===== src/common/clint_pkg.sv =====
package clint_pkg;

  // --------------------
  // Bus and timer widths
  // --------------------
  localparam int unsigned ApbAddrWidth = 16;
  localparam int unsigned ApbDataWidth = 32;
  localparam int unsigned MtimeWidth   = 64;

  // --------------------
  // Register map
  // --------------------
  // One msip word per hart, stride 4
  localparam logic [ApbAddrWidth-1:0] MsipBase     = 16'h0000;
  // Compare registers, stride 8, low half first
  localparam logic [ApbAddrWidth-1:0] MtimecmpBase = 16'h4000;
  localparam logic [ApbAddrWidth-1:0] MtimeLoAddr  = 16'hBFF8;
  localparam logic [ApbAddrWidth-1:0] MtimeHiAddr  = 16'hBFFC;

  // Target of a decoded access
  typedef enum logic [2:0] {
    REG_NONE,
    REG_MSIP,
    REG_MTIMECMP_LO,
    REG_MTIMECMP_HI,
    REG_MTIME_LO,
    REG_MTIME_HI
  } reg_sel_e;

  // Decoder FSM, one wait state per transfer
  typedef enum logic [1:0] {
    PH_IDLE,
    PH_WAIT,
    PH_DONE
  } apb_phase_e;

endpackage


===== src/clint/clint_apb_decoder.sv =====
`timescale 1ns/1ns

module clint_apb_decoder #(
  parameter int unsigned NumHarts = 2
) (
  input  logic                                              clk_i,
  input  logic                                              ndmreset_n,
  input  logic                                              psel_i,
  input  logic                                              penable_i,
  input  logic                                              pwrite_i,
  input  logic [clint_pkg::ApbAddrWidth-1:0]                paddr_i,
  input  logic [clint_pkg::ApbDataWidth-1:0]                pwdata_i,
  input  logic [NumHarts-1:0][clint_pkg::ApbDataWidth-1:0]  hart_rdata_i,
  input  logic [clint_pkg::MtimeWidth-1:0]                  mtime_i,
  output logic                                              pready_o,
  output logic [clint_pkg::ApbDataWidth-1:0]                prdata_o,
  output logic                                              pslverr_o,
  output logic [NumHarts-1:0]                               hart_wr_o,
  output clint_pkg::reg_sel_e                               reg_sel_o,
  output logic [clint_pkg::ApbDataWidth-1:0]                wdata_o,
  output logic                                              mtime_wr_lo_o,
  output logic                                              mtime_wr_hi_o
);

  localparam int unsigned HartIdxWidth = (NumHarts > 1) ? $clog2(NumHarts) : 1;
  localparam int unsigned MsipEnd = 32'(clint_pkg::MsipBase) + 4 * NumHarts;
  localparam int unsigned CmpEnd  = 32'(clint_pkg::MtimecmpBase) + 8 * NumHarts;

  clint_pkg::apb_phase_e               phase_q, phase_d;
  logic [31:0]                         addr_ext;
  logic [31:0]                         cmp_off;
  logic [HartIdxWidth-1:0]             hart_idx;
  logic                                hart_reg;
  logic                                wr_commit;
  logic [clint_pkg::ApbDataWidth-1:0]  rdata_mux;
  logic [clint_pkg::ApbDataWidth-1:0]  prdata_q;
  logic                                err_q;

  assign addr_ext = {{(32 - clint_pkg::ApbAddrWidth){1'b0}}, paddr_i};
  assign cmp_off  = addr_ext - 32'(clint_pkg::MtimecmpBase);

  // --------------------
  // Address decode
  // --------------------
  always_comb begin
    reg_sel_o = clint_pkg::REG_NONE;
    hart_idx  = '0;
    if (paddr_i[1:0] == 2'b00) begin
      if (addr_ext >= 32'(clint_pkg::MsipBase) && addr_ext < MsipEnd) begin
        reg_sel_o = clint_pkg::REG_MSIP;
        hart_idx  = addr_ext[HartIdxWidth+1:2];
      end else if (addr_ext >= 32'(clint_pkg::MtimecmpBase) && addr_ext < CmpEnd) begin
        reg_sel_o = cmp_off[2] ? clint_pkg::REG_MTIMECMP_HI : clint_pkg::REG_MTIMECMP_LO;
        hart_idx  = cmp_off[HartIdxWidth+2:3];
      end else if (paddr_i == clint_pkg::MtimeLoAddr) begin
        reg_sel_o = clint_pkg::REG_MTIME_LO;
      end else if (paddr_i == clint_pkg::MtimeHiAddr) begin
        reg_sel_o = clint_pkg::REG_MTIME_HI;
      end
    end
  end

  assign hart_reg = reg_sel_o inside {clint_pkg::REG_MSIP, clint_pkg::REG_MTIMECMP_LO,
                                      clint_pkg::REG_MTIMECMP_HI};

  // Writes land in the first access cycle
  assign wr_commit = (phase_q == clint_pkg::PH_WAIT) && psel_i && penable_i && pwrite_i;

  always_comb begin
    hart_wr_o = '0;
    if (wr_commit && hart_reg) begin
      hart_wr_o[hart_idx] = 1'b1;
    end
  end

  assign mtime_wr_lo_o = wr_commit && (reg_sel_o == clint_pkg::REG_MTIME_LO);
  assign mtime_wr_hi_o = wr_commit && (reg_sel_o == clint_pkg::REG_MTIME_HI);
  assign wdata_o       = pwdata_i;

  always_comb begin
    case (reg_sel_o)
      clint_pkg::REG_MTIME_LO: rdata_mux = mtime_i[31:0];
      clint_pkg::REG_MTIME_HI: rdata_mux = mtime_i[63:32];
      clint_pkg::REG_NONE:     rdata_mux = '0;
      default:                 rdata_mux = hart_rdata_i[hart_idx];
    endcase
  end

  // --------------------
  // Transfer FSM
  // --------------------
  always_comb begin
    phase_d = phase_q;
    case (phase_q)
      clint_pkg::PH_IDLE: if (psel_i && !penable_i) phase_d = clint_pkg::PH_WAIT;
      clint_pkg::PH_WAIT: phase_d = (psel_i && penable_i) ? clint_pkg::PH_DONE
                                                           : clint_pkg::PH_IDLE;
      default:            phase_d = clint_pkg::PH_IDLE;
    endcase
  end

  always_ff @(posedge clk_i or negedge ndmreset_n) begin
    if (!ndmreset_n) begin
      phase_q <= clint_pkg::PH_IDLE;
      err_q   <= 1'b0;
    end else begin
      phase_q <= phase_d;
      if (phase_q == clint_pkg::PH_WAIT) begin
        err_q <= (reg_sel_o == clint_pkg::REG_NONE);
      end
    end
  end

  always_ff @(posedge clk_i) begin
    if (phase_q == clint_pkg::PH_WAIT) begin
      prdata_q <= rdata_mux;
    end
  end

  assign pready_o  = (phase_q == clint_pkg::PH_DONE);
  assign prdata_o  = prdata_q;
  assign pslverr_o = pready_o && err_q;

  a_penable_needs_psel: assert property (
    @(posedge clk_i) disable iff (!ndmreset_n) penable_i |-> psel_i);

  a_addr_stable: assert property (
    @(posedge clk_i) disable iff (!ndmreset_n)
    (psel_i && penable_i && !pready_o) |=> $stable(paddr_i));

endmodule


===== src/clint/clint_hart_timer.sv =====
`timescale 1ns/1ns

module clint_hart_timer (
  input  logic                               clk_i,
  input  logic                               ndmreset_n,
  input  logic                               wr_i,
  input  clint_pkg::reg_sel_e                reg_sel_i,
  input  logic [clint_pkg::ApbDataWidth-1:0] wdata_i,
  input  logic [clint_pkg::MtimeWidth-1:0]   mtime_i,
  output logic [clint_pkg::ApbDataWidth-1:0] rdata_o,
  output logic                               timer_hit_o,
  output logic                               msip_o
);

  logic [clint_pkg::MtimeWidth-1:0] mtimecmp_q;
  logic                             msip_q;

  // Compare resets to all ones so it stays quiet
  always_ff @(posedge clk_i or negedge ndmreset_n) begin
    if (!ndmreset_n) begin
      mtimecmp_q <= '1;
      msip_q     <= 1'b0;
    end else if (wr_i) begin
      case (reg_sel_i)
        clint_pkg::REG_MSIP:        msip_q            <= wdata_i[0];
        clint_pkg::REG_MTIMECMP_LO: mtimecmp_q[31:0]  <= wdata_i;
        clint_pkg::REG_MTIMECMP_HI: mtimecmp_q[63:32] <= wdata_i;
        default: ;
      endcase
    end
  end

  always_comb begin
    case (reg_sel_i)
      clint_pkg::REG_MSIP:        rdata_o = {{(clint_pkg::ApbDataWidth - 1){1'b0}}, msip_q};
      clint_pkg::REG_MTIMECMP_LO: rdata_o = mtimecmp_q[31:0];
      clint_pkg::REG_MTIMECMP_HI: rdata_o = mtimecmp_q[63:32];
      default:                    rdata_o = '0;
    endcase
  end

  // Unsigned compare
  assign timer_hit_o = (mtime_i >= mtimecmp_q);
  assign msip_o      = msip_q;

  // The decoder must never route a timer write here
  a_no_mtime_write: assert property (
    @(posedge clk_i) disable iff (!ndmreset_n)
    wr_i |-> !(reg_sel_i inside {clint_pkg::REG_MTIME_LO, clint_pkg::REG_MTIME_HI}));

endmodule


===== src/source/clint_subsystem.sv =====
`timescale 1ns/1ns

module clint_subsystem #(
  parameter int unsigned NumHarts         = 2,
  parameter int unsigned DbgHoldoffCycles = 500
) (
  input  logic                               clk_i,
  input  logic                               ndmreset_n,
  input  logic                               rtc_i,
  input  logic                               psel_i,
  input  logic                               penable_i,
  input  logic                               pwrite_i,
  input  logic [clint_pkg::ApbAddrWidth-1:0] paddr_i,
  input  logic [clint_pkg::ApbDataWidth-1:0] pwdata_i,
  input  logic [NumHarts-1:0]                debug_req_i,
  output logic                               pready_o,
  output logic [clint_pkg::ApbDataWidth-1:0] prdata_o,
  output logic                               pslverr_o,
  output logic [NumHarts-1:0]                timer_irq_o,
  output logic [NumHarts-1:0]                ipi_o,
  output logic [NumHarts-1:0]                debug_req_o
);

  logic [NumHarts-1:0]                              hart_wr;
  clint_pkg::reg_sel_e                              reg_sel;
  logic [clint_pkg::ApbDataWidth-1:0]               wdata;
  logic                                             mtime_wr_lo;
  logic                                             mtime_wr_hi;
  logic [clint_pkg::MtimeWidth-1:0]                 mtime;
  logic [NumHarts-1:0][clint_pkg::ApbDataWidth-1:0] hart_rdata;
  logic [NumHarts-1:0]                              timer_hit;
  logic [NumHarts-1:0]                              msip;

  clint_apb_decoder #(
    .NumHarts      ( NumHarts    )
  ) i_clint_apb_decoder (
    .clk_i         ( clk_i       ),
    .ndmreset_n    ( ndmreset_n  ),
    .psel_i        ( psel_i      ),
    .penable_i     ( penable_i   ),
    .pwrite_i      ( pwrite_i    ),
    .paddr_i       ( paddr_i     ),
    .pwdata_i      ( pwdata_i    ),
    .hart_rdata_i  ( hart_rdata  ),
    .mtime_i       ( mtime       ),
    .pready_o      ( pready_o    ),
    .prdata_o      ( prdata_o    ),
    .pslverr_o     ( pslverr_o   ),
    .hart_wr_o     ( hart_wr     ),
    .reg_sel_o     ( reg_sel     ),
    .wdata_o       ( wdata       ),
    .mtime_wr_lo_o ( mtime_wr_lo ),
    .mtime_wr_hi_o ( mtime_wr_hi )
  );

  mtime_counter i_mtime_counter (
    .clk_i      ( clk_i       ),
    .ndmreset_n ( ndmreset_n  ),
    .rtc_i      ( rtc_i       ),
    .wr_lo_i    ( mtime_wr_lo ),
    .wr_hi_i    ( mtime_wr_hi ),
    .wdata_i    ( wdata       ),
    .mtime_o    ( mtime       )
  );

  for (genvar h = 0; h < NumHarts; h++) begin : gen_hart
    clint_hart_timer i_clint_hart_timer (
      .clk_i       ( clk_i         ),
      .ndmreset_n  ( ndmreset_n    ),
      .wr_i        ( hart_wr[h]    ),
      .reg_sel_i   ( reg_sel       ),
      .wdata_i     ( wdata         ),
      .mtime_i     ( mtime         ),
      .rdata_o     ( hart_rdata[h] ),
      .timer_hit_o ( timer_hit[h]  ),
      .msip_o      ( msip[h]       )
    );
  end

  irq_collector #(
    .NumHarts         ( NumHarts         ),
    .DbgHoldoffCycles ( DbgHoldoffCycles )
  ) i_irq_collector (
    .clk_i            ( clk_i            ),
    .ndmreset_n       ( ndmreset_n       ),
    .timer_hit_i      ( timer_hit        ),
    .msip_i           ( msip             ),
    .debug_req_i      ( debug_req_i      ),
    .timer_irq_o      ( timer_irq_o      ),
    .ipi_o            ( ipi_o            ),
    .debug_req_o      ( debug_req_o      )
  );

endmodule


===== src/source/irq_collector.sv =====
`timescale 1ns/1ns

module irq_collector #(
  parameter int unsigned NumHarts         = 2,
  parameter int unsigned DbgHoldoffCycles = 500
) (
  input  logic                clk_i,
  input  logic                ndmreset_n,
  input  logic [NumHarts-1:0] timer_hit_i,
  input  logic [NumHarts-1:0] msip_i,
  input  logic [NumHarts-1:0] debug_req_i,
  output logic [NumHarts-1:0] timer_irq_o,
  output logic [NumHarts-1:0] ipi_o,
  output logic [NumHarts-1:0] debug_req_o
);

  localparam int unsigned CntWidth = (DbgHoldoffCycles > 0) ? $clog2(DbgHoldoffCycles + 1) : 1;

  logic [CntWidth-1:0] holdoff_q;
  logic [NumHarts-1:0] timer_irq_q;
  logic [NumHarts-1:0] ipi_q;
  logic [NumHarts-1:0] debug_req_q;

  // --------------------
  // Interrupt lines
  // --------------------
  always_ff @(posedge clk_i or negedge ndmreset_n) begin
    if (!ndmreset_n) begin
      timer_irq_q <= '0;
      ipi_q       <= '0;
    end else begin
      timer_irq_q <= timer_hit_i;
      ipi_q       <= msip_i;
    end
  end

  // --------------------
  // Debug hold-off
  // --------------------
  // Gives the harts time to run boot code before a halt
  always_ff @(posedge clk_i or negedge ndmreset_n) begin
    if (!ndmreset_n) begin
      holdoff_q   <= CntWidth'(DbgHoldoffCycles);
      debug_req_q <= '0;
    end else begin
      if (holdoff_q != '0) begin
        holdoff_q <= holdoff_q - 1'b1;
      end
      debug_req_q <= (holdoff_q != '0) ? '0 : debug_req_i;
    end
  end

  assign timer_irq_o = timer_irq_q;
  assign ipi_o       = ipi_q;
  assign debug_req_o = debug_req_q;

  a_holdoff_masks: assert property (
    @(posedge clk_i) disable iff (!ndmreset_n)
    (holdoff_q != '0) |-> (debug_req_o == '0));

endmodule


===== src/source/mtime_counter.sv =====
`timescale 1ns/1ns

module mtime_counter (
  input  logic                               clk_i,
  input  logic                               ndmreset_n,
  input  logic                               rtc_i,
  input  logic                               wr_lo_i,
  input  logic                               wr_hi_i,
  input  logic [clint_pkg::ApbDataWidth-1:0] wdata_i,
  output logic [clint_pkg::MtimeWidth-1:0]   mtime_o
);

  logic [2:0]                       rtc_sync_q;
  logic                             rtc_rise;
  logic                             div_q;
  logic                             tick_q;
  logic [clint_pkg::MtimeWidth-1:0] mtime_q;

  // Two-flop synchronizer, third stage for edge detect
  assign rtc_rise = rtc_sync_q[1] && !rtc_sync_q[2];

  always_ff @(posedge clk_i or negedge ndmreset_n) begin
    if (!ndmreset_n) begin
      rtc_sync_q <= '0;
      div_q      <= 1'b0;
      tick_q     <= 1'b0;
    end else begin
      rtc_sync_q <= {rtc_sync_q[1:0], rtc_i};
      // Every second edge gives a tick
      if (rtc_rise) begin
        div_q <= !div_q;
      end
      tick_q <= rtc_rise && div_q;
    end
  end

  // Writes win over a tick
  always_ff @(posedge clk_i or negedge ndmreset_n) begin
    if (!ndmreset_n) begin
      mtime_q <= '0;
    end else if (wr_lo_i || wr_hi_i) begin
      if (wr_lo_i) mtime_q[31:0]  <= wdata_i;
      if (wr_hi_i) mtime_q[63:32] <= wdata_i;
    end else if (tick_q) begin
      mtime_q <= mtime_q + 64'd1;
    end
  end

  assign mtime_o = mtime_q;

  a_step_one: assert property (
    @(posedge clk_i) disable iff (!ndmreset_n)
    !(wr_lo_i || wr_hi_i) |=> (mtime_q == $past(mtime_q)) || (mtime_q == $past(mtime_q) + 64'd1));

endmodule

===== config.mk =====
export PLATFORM = sky130hd
export DESIGN_NAME = clint_subsystem
export DESIGN_NICKNAME = d
export VERILOG_FILES = /design/src/common/clint_pkg.sv /design/src/clint/clint_apb_decoder.sv /design/src/clint/clint_hart_timer.sv /design/src/source/clint_subsystem.sv /design/src/source/irq_collector.sv /design/src/source/mtime_counter.sv
export SDC_FILE = /design/constraint.sdc
export NUM_CORES = 1
export LEC_CHECK = 0
export BUFFER_PORTS_ARGS = -buffer_cell sky130_fd_sc_hd__buf_2
export CORE_MARGIN = 3
export CORE_UTILIZATION = 36
export DETAILED_ROUTE_END_ITERATION = 8
export PLACE_DENSITY = 0.62
export SLEW_MARGIN = 20
export SYNTH_ARGS = -nofsm -noshare
export SYNTH_HDL_FRONTEND = slang
export SYNTH_SLANG_ARGS = --single-unit

===== constraint.sdc =====
create_clock -name clk_i -period 4.3 [get_ports clk_i]
set_input_delay 0.215 -clock clk_i [delete_from_list [all_inputs] [get_ports clk_i]]
set_output_delay 0.215 -clock clk_i [all_outputs]
set_load 0.01 [all_outputs]

==> results of run 1 <==
layout by cell type (no fill, tap or decap), drive strengths merged, types with 37 or more instances in the layout:
cell type	instances
o21ai	175
buf	115
dfrtp	83
inv	145
ha	130
nand2	204
dlygate4sd3	39
nand3	45
mux2	37
dfstp	134
a21oi	131
nor2	64
final timing paths:
path,to
worst max-delay path,i_mtime_counter.mtime_o[55]
worst min-delay path,i_clint_apb_decoder.err_q
worst max register to register,i_mtime_counter.mtime_o[55]
worst min register to register,i_mtime_counter.rtc_sync_q[1]
max in group asynchronous,gen_hart[0].i_clint_hart_timer.mtimecmp_q[43]
min in group asynchronous,i_mtime_counter.mtime_o[53]
sequential cells by signal (all words and copies together), names as in the netlist, 2 cells and up:
| name | cells |
|---|---|
| i_mtime_counter.rtc_sync_q | 3 |
| gen_hart.i_clint_hart_timer.mtimecmp_q | 128 |
| i_clint_apb_decoder.prdata_o | 32 |
| i_irq_collector.holdoff_q | 9 |
| i_irq_collector.timer_irq_o | 2 |
| i_clint_apb_decoder.phase_q | 2 |
| i_mtime_counter.mtime_o | 64 |
| i_irq_collector.ipi_o | 2 |
| gen_hart.i_clint_hart_timer.msip_o | 2 |
| i_irq_collector.debug_req_o | 2 |
through the flow:
step / cell area, um^2 / hold WS [ns]
finish: 17900 / 0.107
global route: 17900 / 0.183
CTS: 17900 / 0.0890
detailed placement: 16500 / 0.324
global placement: 16500 / 0.327
floorplan: 15400 / -0.0806
area by class of cell:
| type | count | share of cell area |
|---|---|---|
| Timing Repair Buffer | 154 | 0.0594 |
| Sequential cell | 249 | 0.366 |
| Multi-Input combinational cell | 1141 | 0.448 |
| Tap cell | 539 | 0.0376 |
| Clock buffer | 32 | 0.0440 |
| Clock inverter | 22 | 0.0154 |
| Inverter | 144 | 0.0301 |
timing repair:
action	4_1_cts	5_1_grt
hold buffers	39	0
gates resized for setup	0	0
setup endpoints to repair	0	0
endpoints found under the hold margin	136	0
power by group through the flow:
stage	logic, W	registers, W	clock network, W
after global routing	0.000504	0.00252	0.00290
final	0.000446	0.00251	0.00275
after detailed placement	0.000418	0.00255	0
after floorplan	0.000231	0.00253	0
after CTS	0.000449	0.00251	0.00281
after global placement	0.000409	0.00255	0
layer usage:
layer	GRT usage	share of wire	up-vias
li1	-	-	6088
met1	0.288	0.46	6341
met2	0.325	0.45	386
met3	0.0244	0.055	89
met4	0.0596	0.029	0
met5	0	0	-
kinds of logic after synthesis:
logic type / share of synthesized area
AND/OR/NAND/NOR: 0.142
multiplexers: 0.0938
adder cells (fa/ha/maj): 0.106
AO/OA/AOI/OAI: 0.172
XOR/XNOR: 0.00398
buffers and inverters: 0.0571
flip-flops: 0.426
critical path, cell delays in order (launching register included):
cell and delay, ns:
dfrtp_1 0.54, nand4_1 0.24, or2_1 0.30, or4_1 0.82, nor3_1 0.89, a211oi_1 0.17
a211oi_1 0.24
==> results.py, run 1 <==
metrics = {
    "global_route": {
        "antenna_found_initial": 0,
        "grt_usage": 0.202,
        "grt_max_degree": 117,
        "first_global_vias": 12800,
        "overflow": 0,
        "grt_pass1_wl_mm": 72.7,
    },
    "finish": {
        "diodes": 0,
        "final.fill_count": 4014,
        "area_growth_pct": 16.4,
        "drive_gt1_frac": 0.227,
        "final_util": 0.426,
        "final_cell_count_no_fill": 2281,
        "seq_area_um2": 6560,
        "layout.nets": 1905,
        "multi_input_area_um2": 8030,
    },
    "worst_hold_path": {
        "hp-class": "in2reg",
        "hold_depth": 4,
        "min-delay-start": "paddr_i[14]",
    },
    "power_and_ir_drop": {
        "sw_frac_of_total": 0.250,
        "clkPwrFrac": 0.482,
        "p_leak_nw": 8.08,
        "power_density_nw_per_um2": 318,
        "switchingPower_w": 0.00143,
        "ir_drop_uv": 211,
        "p_seq_frac": 0.440,
        "internal_power_w": 0.00428,
        "finalPower_w": 0.00571,
        "comb_power_share": 0.078,
    },
    "detailed_routing": {
        "first_iter_violations": 1141,
        "viasPerCell": 5.66,
        "drtPass1Iterations": 5,
        "via_count": 12900,
        "drc_errors": 0,
        "routed_wl_mm": 45.8,
        "postRouteAntennaNets": 0,
        "post_drt_wl_per_cell_um": 20.1,
    },
    "yosys": {
        "synth_area_per_cell_um2": 9.55,
        "synth_ff_type": "dfstp_2",
        "synth_top_cell_by_area": "dfstp_2",
        "async_reset_ff_frac": 0.871,
        "ys_top_cells_by_area": "dfstp_2, dfrtp_1, ha_1",
        "synth_most_common_cell": "nand2_1",
        "yosysTopAreaCellShare": 0.228,
        "ys_seq_area_frac": 0.426,
        "ys_seq_elements": 249,
        "yosysUniqueCellTypes": 74,
        "synth_edf_count": 32,
        "synth_fp_nets": 1800,
        "yosysWarnings": 0,
        "synthCells": 1614,
        "netlist_top_cells_count": "nand2_1, o21ai_0, inv_1",
        "syn_area_um2": 15400,
    },
    "placed_design": {
        "place_ws_ns": 0.885,
        "port_buffers": 95,
        "post-place-cells": 2188,
        "gp_congestion": 0.881,
        "hpwl_mm": 32.6,
    },
    "sta": {
        "layout_setup_ws_ns": 0.995,
        "finalHoldViolations": 0,
        "drv_slew": 0,
        "worst_slew_pin_slew_ns": 0.996,
        "max-slew-margin-rel": 0.319,
        "fin_crit_sh": 0.769,
        "finalCriticalPeriod_ns": 3.31,
        "rsz0062_at_grt": "false",
        "setup-violations-final": 0,
        "setup_tns_ns": 0,
        "skew_ns": 0.0132,
        "fmax_mhz": 303,
    },
    "floorplan": {
        "io_pins": 96,
        "die_h_um": 213,
        "die_w_um": 213,
        "die_area_um2": 45300,
        "rows": 75,
        "start_util": 0.366,
        "core_um2": 42100,
    },
    "clock_network": {
        "postCtsSetupBuffers": 0,
        "cts_tree": "done",
        "cts.sinks": 249,
        "htree_levels": 1,
        "root_buffer": "clkbuf_16",
        "clock_latency_ns": 0.57,
        "clock_path_buffers": 3,
        "cts_buffers": 29,
        "cts.clk_slew.worst_paths_ns": 0.06,
    },
    "critical_path": {
        "critical_path.max_fanout": 18,
        "path_class": "reg2reg",
        "crit_required_ns": 4.77,
        "r2r_cells": 6,
        "r2r_slack_ns": 0.99,
        "critPathArrivalTime_ns": 3.78,
        "r2r-start": "i_mtime_counter.mtime_o[31]",
        "cp-start-kind": "flip-flop",
        "critPathLaunch": "i_mtime_counter.mtime_o[31]",
        "critPathCaptureType": "flip-flop",
    },
    "job": {
        "drv_cap": 0,
    },
    "outcome": {
        "outcome": "complete, no violations",
    },
}
Power figures use the tool's default switching activity.
==> run 2, diff against run 1 <==
ABC_AREA = 1   (was unset)
clock period = 3.05 ns   (was 4.3 ns; I/O delays follow)
==> results.py, run 2 <==
metrics = {
    "finish": {
        "final.fill_count": 4998,
        "seq_area_um2": 6560,
        "top_register": "gen_hart.i_clint_hart_timer.mtimecmp_q",
        "area_growth_pct": 14.5,
        "final_common_cell": "nand2_1",
        "layout.nets": 2847,
        "drive_gt1_frac": 0.129,
        "final_cell_mix": "nand2_1, inv_1, nor2_1",
        "multi_input_area_um2": 9550,
        "largest_register_ffs": 128,
        "diodes": 0,
    },
    "power_and_ir_drop": {
        "p_seq_frac": 0.400,
        "switchingPower_w": 0.00311,
        "p_leak_nw": 9.31,
        "sw_frac_of_total": 0.322,
        "clkPwrFrac": 0.391,
        "comb_power_share": 0.209,
        "finalPower_w": 0.00965,
        "internal_power_w": 0.00654,
        "ir_drop_uv": 434,
        "power_density_nw_per_um2": 472,
    },
    "floorplan": {
        "rows": 80,
        "io_pins": 96,
        "die_h_um": 229,
        "die_area_um2": 52300,
        "start_util": 0.369,
        "die_w_um": 229,
        "core_um2": 48300,
    },
    "yosys": {
        "syn_area_um2": 17800,
        "synth_most_common_cell": "nand2_1",
        "synthMuxAreaShare": 0,
        "synth_area_per_cell_um2": 6.98,
        "synth_adder_area_share": 0.0912,
        "synth_fp_nets": 2742,
        "synth_xor_area_frac": 0.0211,
        "ys_seq_area_frac": 0.368,
        "synth_top_cell_by_area": "nand2_1",
        "ys_seq_elements": 249,
        "yosysUniqueCellTypes": 41,
        "synth_top_family_by_area": "simple AND/OR/NAND/NOR gates",
        "synth-simple-area-share": 0.360,
        "synth_ff_type": "dfstp_2",
        "yosysWarnings": 0,
        "synthCells": 2556,
        "synth_edf_count": 32,
        "synth_compound_gate_area_share": 0.0624,
        "yosysTopAreaCellShare": 0.204,
        "ys_top_cells_by_area": "nand2_1, dfstp_2, dfrtp_1",
        "netlist_top_cells_count": "nand2_1, inv_1, nor2_1",
        "async_reset_ff_frac": 0.871,
    },
    "clock_network": {
        "cts_tree": "done",
        "cts.clk_slew.worst_paths_ns": 0.06,
        "root_buffer": "clkbuf_16",
        "htree_levels": 1,
        "clock_latency_ns": 0.59,
        "cts_buffers": 31,
        "cts.sinks": 249,
        "clock_path_buffers": 3,
        "cts_resized": 0,
        "ctsHoldBuffers": 40,
        "postCtsSetupBuffers": 0,
    },
    "critical_path": {
        "critPathCaptureType": "flip-flop",
        "critPathArrivalTime_ns": 3.17,
        "cp-start-kind": "flip-flop",
        "path_class": "reg2reg",
        "crit_required_ns": 3.51,
        "critical_path.max_fanout": 30,
        "r2r_slack_ns": 0.34,
    },
    "detailed_routing": {
        "drtPass1Iterations": 6,
        "postRouteAntennaNets": 0,
        "routed_wl_mm": 61.2,
        "drc_errors": 0,
        "first_iter_violations": 1377,
        "viasPerCell": 5.24,
        "post_drt_wl_per_cell_um": 18.3,
        "via_count": 17500,
    },
    "sta": {
        "fin_crit_sh": 0.888,
        "skew_ns": 0.0114,
        "worst_slew_pin_slew_ns": 1.08,
        "setup-violations-final": 0,
        "fmax_mhz": 369,
        "finalCriticalPeriod_ns": 2.71,
        "rsz0062_at_grt": "false",
        "finalHoldViolations": 0,
        "max-slew-margin-rel": 0.278,
        "setup_tns_ns": 0,
        "drv_slew": 0,
    },
    "outcome": {
        "outcome": "complete, no violations",
    },
    "global_route": {
        "antenna_found_initial": 0,
        "grt_pass1_wl_mm": 96.7,
        "first_global_vias": 17000,
        "grt_max_degree": 97,
        "grt_usage": 0.230,
        "overflow": 0,
    },
    "placed_design": {
        "port_buffers": 95,
        "gp_congestion": 1.03,
        "hpwl_mm": 45.5,
    },
    "job": {
        "drv_cap": 0,
    },
    "worst_hold_path": {
        "hp-class": "in2reg",
    },
}
run 2: cell types whose count changed in the layout (fill, tap and decap cells not counted), moves of 37 or more:
cell	delta
mux2_2	-37
nand3_1	+87
inv_1	+163
o21ai_0	-87
nand2_1	+768
nor2_1	+114
nand4_1	+135
a21oi_1	-51
run 2: area by class of cell:
class / count / share of cell area
Multi-Input combinational cell: 1889 / 0.467
Sequential cell: 249 / 0.321
Timing Repair Buffer: 174 / 0.0632
Inverter: 316 / 0.0581
Clock buffer: 49 / 0.0442
Tap cell: 656 / 0.0402
Clock inverter: 9 / 0.00606
run 2: worst paths after layout:
kind | end | cells past startpoint | from
max in group asynchronous | gen_hart[0].i_clint_hart_timer.mtimecmp_q[1] | 3 | ndmreset_n
max reg2reg | i_mtime_counter.mtime_o[40] | 10 | i_clint_apb_decoder.phase_q[1]
max | i_mtime_counter.mtime_o[40] | 10 | i_clint_apb_decoder.phase_q[1]
min reg2reg | i_mtime_counter.rtc_sync_q[1] | 0 | i_mtime_counter.rtc_sync_q[0]
min | gen_hart[0].i_clint_hart_timer.msip_o | 5 | paddr_i[1]
min in group asynchronous | i_mtime_counter.mtime_o[39] | 2 | ndmreset_n
run 2: power groups by stage:
stage / Combinational [W] / Sequential [W] / Clock (W)
final: 0.00202 / 0.00386 / 0.00378
after global routing: 0.00229 / 0.00389 / 0.00400
after CTS: 0.00200 / 0.00385 / 0.00386
after detailed placement: 0.00195 / 0.00390 / 0
after global placement: 0.00190 / 0.00390 / 0
after floorplan: 0.00126 / 0.00379 / 0
run 2: routing by layer:
metal  GRT usage  up-vias  share of wire
met2       0.375      505           0.46
met5           0        -              0
met3      0.0307       97          0.053
met1       0.321     8429           0.46
met4      0.0631        0          0.027
li1            -     8470              -
run 2: through the flow:
stage | std cells | hold WS (ns) | setup slack, ns | cell area, um^2 | util
detailed placement | 3244 | 0.262 | 0.603 | 19000 | 0.393
global placement | 3244 | 0.262 | 0.611 | 19000 | 0.393
CTS | 3342 | 0.00616 | 0.619 | 20400 | 0.423
finish | 3342 | 0.0222 | 0.342 | 20400 | 0.423
global route | 3342 | 0.0275 | 0.0784 | 20400 | 0.423
floorplan | 2556 | -0.143 | 1.24 | 17800 | -
run 2: logic make-up (layout without fill, tap and decap cells):
logic type,count (synthesis),count (layout)
buffers and inverters,418,548
DFF,249,249
and+or+nand+nor,1509,1509
adders and majority gates,130,130
xor gates and xnor gates,43,43
AOI/OAI and AO/OA,207,207
run 2: critical path, cell delays in order, from the launching register on:
cell	delay [ns]
dfrtp_1	0.38
inv_1	0.09
nand2_1	0.09
nor2_2	0.11
nand2_1	0.15
inv_2	0.17
nand2_1	0.13
a21oi_2	0.18
clkinv_1	0.84
o21ai_0	0.34
nand2_1	0.09
==> run 3, diff against run 2 <==
PLACE_DENSITY = unset   (was 0.62)
PLACE_DENSITY_LB_ADDON = 0.25   (was unset)
==> results.py, run 3 (same netlist as run 2, synthesis figures left out) <==
metrics = {
    "detailed_routing": {
        "postRouteAntennaNets": 0,
        "dr_wl_met3_mm": 3.76,
        "viasPerCell": 5.18,
        "post_drt_wl_per_cell_um": 18.3,
        "via_count": 17300,
        "first_iter_violations": 1472,
        "wl_met2_mm": 27.9,
        "routed_wl_mm": 61.1,
        "drc_errors": 0,
        "drtPass1Iterations": 8,
        "top_layer": "met5",
        "drt-met1-wl_mm": 27.7,
    },
    "sta": {
        "max-slew-margin-rel": 0.288,
        "drv_slew": 0,
        "finalCriticalPeriod_ns": 2.73,
        "setup_tns_ns": 0,
        "fin_crit_sh": 0.897,
        "skew_ns": 0.0157,
        "worst_slew_pin_slew_ns": 1.06,
        "fmax_mhz": 366,
        "setup-violations-final": 0,
        "rsz0062_at_grt": "false",
        "finalHoldViolations": 0,
    },
    "clock_network": {
        "cts_tree": "done",
        "cts_resized": 0,
        "htree_levels": 1,
        "cts_buffers": 31,
        "cts.clk_slew.worst_paths_ns": 0.06,
        "root_buffer": "clkbuf_16",
        "postCtsSetupBuffers": 0,
        "ctsHoldBuffers": 39,
        "cts.sinks": 249,
        "clock_latency_ns": 0.58,
        "clock_path_buffers": 3,
    },
    "placed_design": {
        "port_buffers": 95,
        "hpwl_mm": 45.6,
        "placed_cell_area_um2": 19000,
        "gp_congestion": 1.02,
    },
    "global_route": {
        "grt_pass1_wl_mm": 96.1,
        "first_global_vias": 16700,
        "grt_max_degree": 91,
        "grt_usage": 0.229,
        "antenna_found_initial": 1,
        "overflow": 0,
    },
    "critical_path": {
        "slowest_stage": "clkinv_1",
        "cp_slowest_stage_delay_ns": 0.83,
        "critPathLaunch": "i_clint_apb_decoder.phase_q[1]",
        "path_cells": "inv_1 > nand2_1 > nor2_2 > nand2_1 > inv_2 > nand2_1 > a21oi_2 > clkinv_1 > o21ai_0 > nand2_1",
        "r2r-start": "i_clint_apb_decoder.phase_q[1]",
        "critPathCaptureType": "flip-flop",
        "crit_required_ns": 3.51,
        "critical_path.max_fanout": 30,
        "cp-start-kind": "flip-flop",
        "path_common_cell": "nand2_1",
        "critPathArrivalTime_ns": 3.19,
        "path_class": "reg2reg",
    },
    "floorplan": {
        "core_um2": 48300,
        "io_pins": 96,
        "start_util": 0.369,
        "die_w_um": 229,
        "die_h_um": 229,
        "die_area_um2": 52300,
        "rows": 80,
    },
    "finish": {
        "final_area_um2": 20400,
        "final.fill_count": 5052,
        "diodes": 0,
        "largest_register_ffs": 128,
        "area_growth_pct": 14.3,
        "final_common_cell": "nand2_1",
        "top_register": "gen_hart.i_clint_hart_timer.mtimecmp_q",
        "layout.nets": 2843,
        "drive_gt1_frac": 0.129,
        "final_cell_mix": "nand2_1, inv_1, nor2_1",
    },
    "worst_hold_path": {
        "hp-class": "in2reg",
        "min-delay-start": "paddr_i[1]",
    },
    "power_and_ir_drop": {
        "power_density_nw_per_um2": 463,
        "p_leak_nw": 9.27,
        "ir_drop_uv": 386,
    },
    "job": {
        "drv_cap": 0,
    },
    "outcome": {
        "outcome": "complete, no violations",
    },
}
==> run 3: power breakdown <==
part / internal, W / switching [W] / total, W
logic: 0.000745 / 0.00128 / 0.00202
registers: 0.00353 / 0.000325 / 0.00386
clock network: 0.00208 / 0.00148 / 0.00356
==> run 3: final timing paths <==
path / to / slack [ns] / cells past startpoint
hold / removal: gen_hart[0].i_clint_hart_timer.msip_o / 0.04 / 5
setup reg to reg: i_mtime_counter.mtime_o[47] / 0.32 / 10
setup / recovery: i_mtime_counter.mtime_o[47] / 0.32 / 10
hold reg to reg: i_mtime_counter.rtc_sync_q[1] / 0.35 / 0
min in group asynchronous: i_mtime_counter.mtime_o[39] / 0.20 / 2
max in group asynchronous: gen_hart[1].i_clint_hart_timer.mtimecmp_q[57] / 1.97 / 3
==> run 3: cell type report <==
type	instances	area, um^2	share of cell area
Multi-Input combinational cell	1889	9550	0.468
Timing Repair Buffer	170	1280	0.0630
Tap cell	656	821	0.0403
Sequential cell	249	6560	0.322
Clock inverter	9	53.8	0.00264
Inverter	316	1190	0.0583
Clock buffer	48	931	0.0457
==> run 3: per-stage QoR <==
stage / utilization / total power [W] / hold WS [ns] / setup WS, ns / std cells
5_1_grt: 0.422 / 0.00997 / 0.0563 / 0.0718 / 3337
6_report: 0.422 / 0.00945 / 0.0424 / 0.315 / 3337
3_3_place_gp: 0.393 / 0.00582 / 0.248 / 0.602 / 3241
2_1_floorplan: - / 0.00505 / -0.143 / 1.24 / 2556
3_5_place_dp: 0.393 / 0.00587 / 0.245 / 0.557 / 3241
4_1_cts: 0.422 / 0.00952 / 0.00121 / 0.605 / 3337
==> run 3: worst max-delay path: cells and delay by family, from the launching register on <==
family,cells,cell delay [ns]
buffers and inverters,3,1.10
flip-flops,1,0.38
AO/OA/AOI/OAI,2,0.52
AND/OR/NAND/NOR,5,0.59
==> run 3: routing by layer <==
layer / GRT usage / up-vias
met1: 0.319 / 8174
met3: 0.0373 / 105
li1: - / 8440
met2: 0.368 / 558
met4: 0.0657 / 2
met5: 0 / -
